`config.mk`:
```
export PLATFORM = sky130hd
export DESIGN_NAME = execCore
export DESIGN_NICKNAME = d
export VERILOG_FILES = /design/src/design/cpuPkg.sv /design/src/design/regBank.sv /design/src/design/instrDecoder.sv /design/src/design/aluUnit.sv /design/src/design/execCore.sv
export SDC_FILE = /design/constraint.sdc
export NUM_CORES = 2
export LEC_CHECK = 0
export CORE_MARGIN = 5
export CORE_UTILIZATION = 45
export CTS_CLUSTER_DIAMETER = 40
export DETAILED_ROUTE_END_ITERATION = 16
export DONT_BUFFER_PORTS = 1
export SYNTH_ARGS = -nofsm -noshare
export SYNTH_HDL_FRONTEND = slang
export SYNTH_SLANG_ARGS = --single-unit
export TNS_END_PERCENT = 1
```
`constraint.sdc`:
```
create_clock -name clk -period 10.5 [get_ports clk]
set_input_delay 0.525 -clock clk [delete_from_list [all_inputs] [get_ports clk]]
set_output_delay 0.525 -clock clk [all_outputs]
set_load 0.01 [all_outputs]
```
`src/design/cpuPkg.sv`:
```
`default_nettype none

package cpuPkg;

    typedef logic signed [31:0] word_t;   // Signed in arithmetic
    typedef logic [31:0] instr_t;
    typedef logic [4:0] regIdx_t;
    typedef logic [15:0] imm_t;

    // Primary opcode in instr[31:26]
    typedef enum logic [5:0] {
        OpNop  = 6'h00,
        OpAdd  = 6'h01,
        OpSub  = 6'h02,
        OpAnd  = 6'h03,
        OpOr   = 6'h04,
        OpXor  = 6'h05,
        OpSlt  = 6'h06,
        OpAddi = 6'h08,
        OpLui  = 6'h0F
    } opcode_e;

    typedef struct packed {
        opcode_e op;
        regIdx_t rs;
        regIdx_t rt;
        regIdx_t rd;        // Final destination, rt already chosen for immediate forms
        word_t   imm;       // Sign-extended
        logic    useImm;
        logic    writes;
        logic    illegal;
    } decoded_t;

    // One write into the register bank
    typedef struct packed {
        logic    en;
        regIdx_t dest;
        word_t   data;
    } wrPort_t;

endpackage

`default_nettype wire

```
`src/design/regBank.sv`:
```
`timescale 1ns/1ps
`default_nettype none

module regBank import cpuPkg::*; #(
    parameter int unsigned NumRegs  = 17,
    parameter word_t       RetReset = 32'sd1023
) (
    input  wire     clk,
    input  wire     rst,
    input  regIdx_t rs,
    input  regIdx_t rt,
    input  wrPort_t wr,
    output word_t   rdData1,
    output word_t   rdData2
);

    // Highest valid index, which is also the return register
    localparam regIdx_t LastIdx = regIdx_t'(NumRegs - 1);

    // R0 has no storage since it always reads as zero
    word_t regs [1:NumRegs-1];

    logic wrHit;

    function automatic logic inRange(input regIdx_t idx);
        return (idx != '0) && (idx <= LastIdx);
    endfunction

    // Two combinational read ports
    always_comb begin
        rdData1 = '0;
        rdData2 = '0;
        if (inRange(rs)) begin
            rdData1 = regs[rs];
        end
        if (inRange(rt)) begin
            rdData2 = regs[rt];
        end
    end

    assign wrHit = wr.en && inRange(wr.dest);   // Index 0 and out of range fall away here

    always_ff @(posedge clk) begin
        if (rst) begin
            for (int i = 1; i < NumRegs; i++) begin
                regs[i] <= '0;
            end
            regs[LastIdx] <= RetReset;  // Return register
        end else if (wrHit) begin
            regs[wr.dest] <= wr.data;
        end
    end

endmodule

`default_nettype wire

```
`src/design/instrDecoder.sv`:
```
`timescale 1ns/1ps
`default_nettype none

module instrDecoder import cpuPkg::*; (
    input  instr_t   instr,
    output decoded_t decoded
);

    logic [5:0] opField;
    regIdx_t    rsField;
    regIdx_t    rtField;
    regIdx_t    rdField;
    imm_t       immField;
    word_t      immExt;

    // Field slicing
    assign opField  = instr[31:26];
    assign rsField  = instr[25:21];
    assign rtField  = instr[20:16];
    assign rdField  = instr[15:11];   // Overlaps the top of the immediate
    assign immField = instr[15:0];

    assign immExt = {{16{immField[15]}}, immField};

    always_comb begin
        decoded         = '0;
        decoded.op      = OpNop;
        decoded.rs      = rsField;
        decoded.rt      = rtField;
        decoded.rd      = rdField;
        decoded.imm     = immExt;
        decoded.useImm  = 1'b0;
        decoded.writes  = 1'b0;
        decoded.illegal = 1'b0;

        case (opField)
            OpNop: begin
                decoded.op = OpNop;
            end
            OpAdd, OpSub, OpAnd, OpOr, OpXor, OpSlt: begin
                decoded.op     = opcode_e'(opField);
                decoded.writes = 1'b1;
            end
            OpAddi: begin
                decoded.op     = OpAddi;
                decoded.rd     = rtField;   // Immediate forms target rt
                decoded.useImm = 1'b1;
                decoded.writes = 1'b1;
            end
            OpLui: begin
                decoded.op     = OpLui;
                decoded.rd     = rtField;
                decoded.useImm = 1'b1;
                decoded.writes = 1'b1;
            end
            default: begin
                // Unknown code runs as a NOP that never writes
                decoded.op      = OpNop;
                decoded.illegal = 1'b1;
            end
        endcase
    end

endmodule

`default_nettype wire

```
`src/design/aluUnit.sv`:
```
`timescale 1ns/1ps
`default_nettype none

module aluUnit import cpuPkg::*; (
    input  wire      clk,
    input  wire      rst,
    input  wire      instrValid,
    input  decoded_t decoded,
    input  word_t    opA,
    input  word_t    opB,
    output wrPort_t  wr,
    output logic     resultValid,
    output logic     errorFlag,
    output word_t    resultData
);

    word_t operandB;
    word_t aluResult;
    logic  doWrite;

    assign operandB = decoded.useImm ? decoded.imm : opB;

    always_comb begin
        case (decoded.op)
            OpAdd, OpAddi: aluResult = opA + operandB;   // Wraps at 32 bits
            OpSub:         aluResult = opA - operandB;
            OpAnd:         aluResult = opA & operandB;
            OpOr:          aluResult = opA | operandB;
            OpXor:         aluResult = opA ^ operandB;
            OpSlt: begin
                // Both operands are signed words
                aluResult = (opA < operandB) ? 32'sd1 : 32'sd0;
            end
            OpLui:         aluResult = {decoded.imm[15:0], 16'h0000};
            default:       aluResult = '0;
        endcase
    end

    // Write-back lands on the same edge that samples the instruction
    assign doWrite = instrValid && decoded.writes && !decoded.illegal;

    always_comb begin
        wr      = '0;
        wr.en   = doWrite;
        wr.dest = decoded.rd;
        wr.data = aluResult;
    end

    always_ff @(posedge clk) begin
        if (rst) begin
            resultValid <= 1'b0;
            errorFlag   <= 1'b0;
            resultData  <= '0;
        end else begin
            resultValid <= instrValid && !decoded.illegal;
            errorFlag   <= instrValid && decoded.illegal;
            if (instrValid) begin
                resultData <= aluResult;   // Illegal codes decode as NOP and give zero
            end
        end
    end

endmodule

`default_nettype wire

```
`src/design/execCore.sv`:
```
`timescale 1ns/1ps
`default_nettype none

module execCore import cpuPkg::*; #(
    parameter int unsigned NumRegs  = 17,
    parameter word_t       RetReset = 32'sd1023
) (
    input  wire    clk,
    input  wire    rst,
    input  wire    instrValid,
    input  instr_t instr,
    output logic   resultValid,
    output logic   errorFlag,
    output word_t  resultData
);

    decoded_t decoded;
    word_t    rdData1;
    word_t    rdData2;
    wrPort_t  wrPort;

    // Decoder and bank work side by side on the same instruction
    instrDecoder instrDecoder_inst (
        .instr   (instr),
        .decoded (decoded)
    );

    regBank #(
        .NumRegs  (NumRegs),
        .RetReset (RetReset)
    ) regBank_inst (
        .clk     (clk),
        .rst     (rst),
        .rs      (decoded.rs),
        .rt      (decoded.rt),
        .wr      (wrPort),
        .rdData1 (rdData1),
        .rdData2 (rdData2)
    );

    aluUnit aluUnit_inst (
        .clk         (clk),
        .rst         (rst),
        .instrValid  (instrValid),
        .decoded     (decoded),
        .opA         (rdData1),
        .opB         (rdData2),
        .wr          (wrPort),          // Back into the bank
        .resultValid (resultValid),
        .errorFlag   (errorFlag),
        .resultData  (resultData)
    );

endmodule

`default_nettype wire

```
## Word-level counts from Yosys, hierarchy flattened

Memories as Yosys holds them, arrays and structs flattened.
Cells that the tools add are included.
Widths: inputs -> output; s select.

| operators by class | value |
|---|---|
| equality and inequality tests | 16 |
| $add $sub $neg | 2 |
| $lt $le $gt $ge | 4 |
| mux-type cells | 19 |
| bitwise operators | 4 |
| reduce and logical (&&, ||, !) cells | 18 |

Operators with widths:

| cell | count |
|---|---|
| $pmux 32 s7 | 1 |
| $mux 32 | 5 |
| $eq 6x3->1 const B | 6 |
| $add 32x32->32 | 1 |
| $and 32x32->32 | 1 |
| $lt 32x32->1 | 1 |
| $or 32x32->32 | 1 |
| $reduce_or 32->1 | 1 |
| $sub 32x32->32 | 1 |
| $xor 32x32->32 | 1 |
| $eq 6x2->1 const B | 4 |
| $eq 6x4->1 const B | 4 |
| $pmux 6 s3 | 1 |
| $le 5x5->1 const B | 3 |
| $reduce_bool 5->1 | 3 |
| $eq 6x1->1 const B | 2 |
| $mux 1 | 10 |
| $mux 5 | 2 |
| $reduce_or 9->1 | 1 |
| $logic_and 1x1->1 | 8 |
| $reduce_or 8->1 | 1 |
| $logic_not 6->1 | 1 |
| $reduce_or 6->1 | 1 |
| $reduce_or 2->1 | 2 |
| $or 1x1->1 | 1 |

| word-level totals | value |
|---|---|
| memory bits (writable) | 512 |
| register bits after elaboration | 34 |
| input port bits | 35 |
| memories | 1 |

Memories:

| memory | depth | width | read ports | clocked after Yosys merged registers in | wr ports | RTL line | text |
|---|---|---|---|---|---|---|---|
| regBank_inst.regs | 16 | 32 | 2 | 0 | 16 | regBank.sv:21 | `word_t regs [1:NumRegs-1];` |

## Longest topological paths before layout

| depth | value |
|---|---|
| word-level depth | 11 |
| depth in mapped cells | 24 |

## Cells and area by module

From an unflattened synthesis, not the netlist that was laid out.

| unflattened totals | value |
|---|---|
| cell total of the unflattened synthesis | 3849 |
| area total of the unflattened synthesis | 53716.5 µm² |

Modules (own cells, without submodules):

| module | area each (µm²) | instances | cells an instance | seq. area each (µm²) |
|---|---|---|---|---|
| regBank | 45834.0 | 1 | 2731 | 29848.6 |
| aluUnit | 7214.4 | 1 | 1021 | 680.7 |
| instrDecoder | 668.1 | 1 | 97 | 0.0 |

## Worst setup path before layout

OpenSTA, ideal clock, no wires.

| timing path | value |
|---|---|
| path type | input-to-reg |
| start point | input instr[16] |
| end point | memory regBank_inst.regs[1][28] (netlist name), data pin |
| cell stages on the path | 22 |
| arrival time | 5.368 ns |
| data required time | 10.235 ns |
| setup time | 0.265 ns |
| path slack | 4.867 ns |
| path through | clkbuf_1 > clkbuf_1 > buf_1 > mux4_2 > mux4_2 > nand2_1 > o211ai_1 > o21a_1 > ha_1 > inv_1 > fa_1 > nand2b_1 > a21oi_1 > o211ai_2 > a2111oi_4 > nor2_4 > o21ai_2 > o41a_2 > nand3_2 > a311oi_4 > buf_6 > nor2_1 |

RTL lines:

| element | RTL line | text |
|---|---|---|
| start: declaration | execCore.sv:11 | `input instr_t instr,` |
| end: declaration | regBank.sv:21 |  |

==> flow_metrics.py <==
metrics = {
    "yosys": {
        "syn_inst": 2901,
        "async_flop_share": 0,
        "synth_seq_cells": 610,
        "yosysUniqueCellTypes": 98,
        "ys.flop_type": "edfxtp_1",
        "synth_edf_count": 576,
        "yosysWarnings": 0,
        "synthesis.area_sq_mm": 0.0359,
        "ys_seq_area_frac": 0.500,
        "avgSynthCellArea_sq_um": 12.4,
    },
    "final_layout": {
        "nets": 3000,
        "drive_gt1_frac": 0.222,
        "multi_input_area_sq_mm": 0.0168,
        "area_growth_pct": 12.0,
        "fin_util": 0.509,
        "seq_area_sq_mm": 0.0180,
        "fillers": 6818,
        "finalNonFillerCells": 3995,
    },
    "clock_network": {
        "cts_setup_buffers": 0,
        "clk_latency_ns": 0.67,
        "cts_sinks": 610,
        "cts_root_buffer": "clkbuf_16",
        "cts_tree": "built",
        "clockBufferDepth": 3,
        "numCtsBuffers": 92,
        "clk_pin_slew_ns": 0.05,
        "h-tree-depth": 3,
    },
    "sta": {
        "setup_viol": 0,
        "max_slew_margin": 0.274,
        "setup_tns_ns": 0,
        "hold_violations": 0,
        "fmax_mhz": 173,
        "drv_slew": 0,
        "worstMarginPinSlew_ns": 1.09,
        "period_share": 0.550,
        "rsz0062_at_grt": "false",
        "worst_clock_skew_ns": 0.0484,
        "finalWorstPathRequiredPeriod_ns": 5.78,
    },
    "global_routing": {
        "grt_pass1_vias": 26043,
        "grt.total_usage": 0.291,
        "gr-total-overflow": 0,
        "grt_max_degree": 166,
        "antenna_found_initial": 4,
        "grt_pass1_wl_um": 182000,
    },
    "placement": {
        "place_congestion": 0.960,
        "dp_cells": 3813,
        "place_hpwl_um": 72100,
        "io_buffers": 0,
    },
    "critical_path": {
        "endpoint_kind": "register",
        "rr_startpoint": "regBank_inst.regs[14][2]",
        "crit_arrival_ns": 6.11,
        "r2r_cells": 15,
        "startpoint": "instr[17]",
        "critPathLaunchType": "primary input",
        "worstPathMaxFanout": 165,
        "critPathKind": "in2reg",
        "required_ns": 10.83,
    },
    "drt": {
        "viasPerCell": 6.55,
        "drt-total-wl_um": 128000,
        "drc": 0,
        "ant_nets": 0,
        "vias": 26158,
        "drt-pass1-iter-count": 7,
        "drt_iter0_markers": 3529,
        "wl_per_cell_um": 31.9,
    },
    "power_and_ir_drop": {
        "vdd_drop_max_uv": 148,
        "leakage_nw": 14.3,
        "pwr_density_cell_mw_per_mm2": 175,
    },
    "die": {
        "die_w_um": 293,
        "dieArea_sq_mm": 0.0856,
        "die_h_um": 293,
        "fp-row-count": 103,
        "core_area_sq_mm": 0.0791,
        "initial_utilization": 0.454,
        "ios": 69,
    },
    "min_path": {
        "holdCritPathClass": "in2reg",
        "min_path_cells": 2,
        "min-delay-start": "instrValid",
    },
    "run_status": {
        "status": "completed",
    },
    "run": {
        "drv_cap": 0,
    },
}
## power breakdown
part / switching (mW) / total, mW / internal (mW)
Sequential: 0.0620 / 2.84 / 2.77
Combinational: 0.627 / 1.02 / 0.391
Clock: 1.24 / 3.17 / 1.93
## registers in the layout, summed over array words and instances, names as in the netlist
| signal | flops |
|---|---|
| aluUnit_inst.errorFlag | 1 |
| regBank_inst.regs | 576 |
| aluUnit_inst.resultValid | 1 |
| aluUnit_inst.resultData | 32 |
## final timing paths
kind                                                     to  slack (ns)
worst min-delay path            aluUnit_inst.resultData[13]        0.06
worst max-delay path              regBank_inst.regs[18][31]        4.72
worst min register to register  aluUnit_inst.resultData[25]        0.52
worst max register to register    regBank_inst.regs[18][21]        4.82
## layout make-up
class	count	area share
diodes	7	0.000435
clock buffers	102	0.0594
clock inverters	71	0.0202
inverters	131	0.0122
multi-input cells	1966	0.417
flip-flops and latches	610	0.447
well taps	1050	0.0326
repair buffers	58	0.0114
## stage by stage
step	worst slack, ns	hold WS [ns]	power, mW	instance area (sq um)
6_report	4.72	0.0603	7.02	40300
5_1_grt	4.48	0.0606	7.23	40300
4_1_cts	4.94	0.0323	7.03	40200
3_5_place_dp	4.25	0.515	3.86	37000
3_3_place_gp	4.21	0.517	3.85	37000
2_1_floorplan	4.87	0.488	3.63	36200
## cells by family after synthesis
group,synth area share
AO/OA/AOI/OAI,0.0921
XOR/XNOR,0.00268
adder cells (fa/ha/maj),0.0373
buffers and inverters,0.0438
flip-flops,0.500
multiplexers,0.218
other,0.000104
AND/OR/NAND/NOR,0.105
## Yosys cell counts (12+ instances only)
cell | instances | area [sq um]
clkbuf_1 | 149 | 559
a211oi_1 | 37 | 278
o22ai_1 | 32 | 200
mux4_2 | 288 | 6490
a31oi_1 | 28 | 175
o211ai_1 | 31 | 233
dfxtp_1 | 34 | 681
nand2_1 | 123 | 462
buf_1 | 47 | 176
a21oi_1 | 111 | 556
o21a_1 | 16 | 120
a21o_1 | 17 | 128
a221oi_1 | 12 | 105
mux2i_1 | 80 | 801
nor3_1 | 20 | 100
mux2_2 | 50 | 563
buf_2 | 51 | 255
ha_1 | 104 | 1300
nand3_1 | 18 | 90.1
edfxtp_1 | 576 | 17300
nand2b_1 | 29 | 181
o21ai_0 | 55 | 275
o31ai_1 | 14 | 105
inv_1 | 127 | 477
nor2_1 | 633 | 2380
## cells in the final DEF (no fill, tap or decap), types with 11 or more instances in the layout
cell type | netlist | final
conb_1 | 1 | 64
nor2b_1 | 11 | 11
nand2b_2 | 0 | 12
o21a_1 | 16 | 16
nand3_1 | 18 | 17
inv_1 | 127 | 127
clkinv_2 | 0 | 12
o211ai_1 | 31 | 31
o21ai_0 | 55 | 55
nand2_1 | 123 | 113
a211oi_1 | 37 | 35
buf_4 | 6 | 56
a31oi_1 | 28 | 28
nor3_1 | 20 | 19
clkinvlp_4 | 0 | 14
ha_1 | 104 | 104
mux4_2 | 288 | 288
o31ai_1 | 14 | 14
mux2_2 | 50 | 50
dfxtp_1 | 34 | 34
edfxtp_1 | 576 | 576
a21oi_1 | 111 | 110
nor2_1 | 633 | 631
a21o_1 | 17 | 17
o22ai_1 | 32 | 32
mux2i_1 | 80 | 80
clkbuf_16 | 0 | 94
a211oi_2 | 10 | 12
## layer usage
metal	GRT usage	wire, um
met1	0.403	49100
met2	0.444	57000
met3	0.0778	16300
met4	0.110	5240
met5	0.00499	48
## what timing repair did
item,CTS,global route
hold buffers,2,0
gates resized for setup,0,0
endpoints found under the hold margin,32,0
## worst max-delay path, stage by stage
cell     delay [ns]
nor4_1         0.65
and2_1         0.78
nand2_1        0.10
a31oi_1        0.60
inv_1          0.15
ha_1           0.59
inv_1          0.25
o31ai_1        0.33
nand2_1        0.09
a21oi_1        0.29
o21ai_0        0.25
a31oi_1        0.26
o31a_1         0.19
o221a_1        0.77
inv_1          0.14
Note: power is estimated with default switching activity, not from simulation.
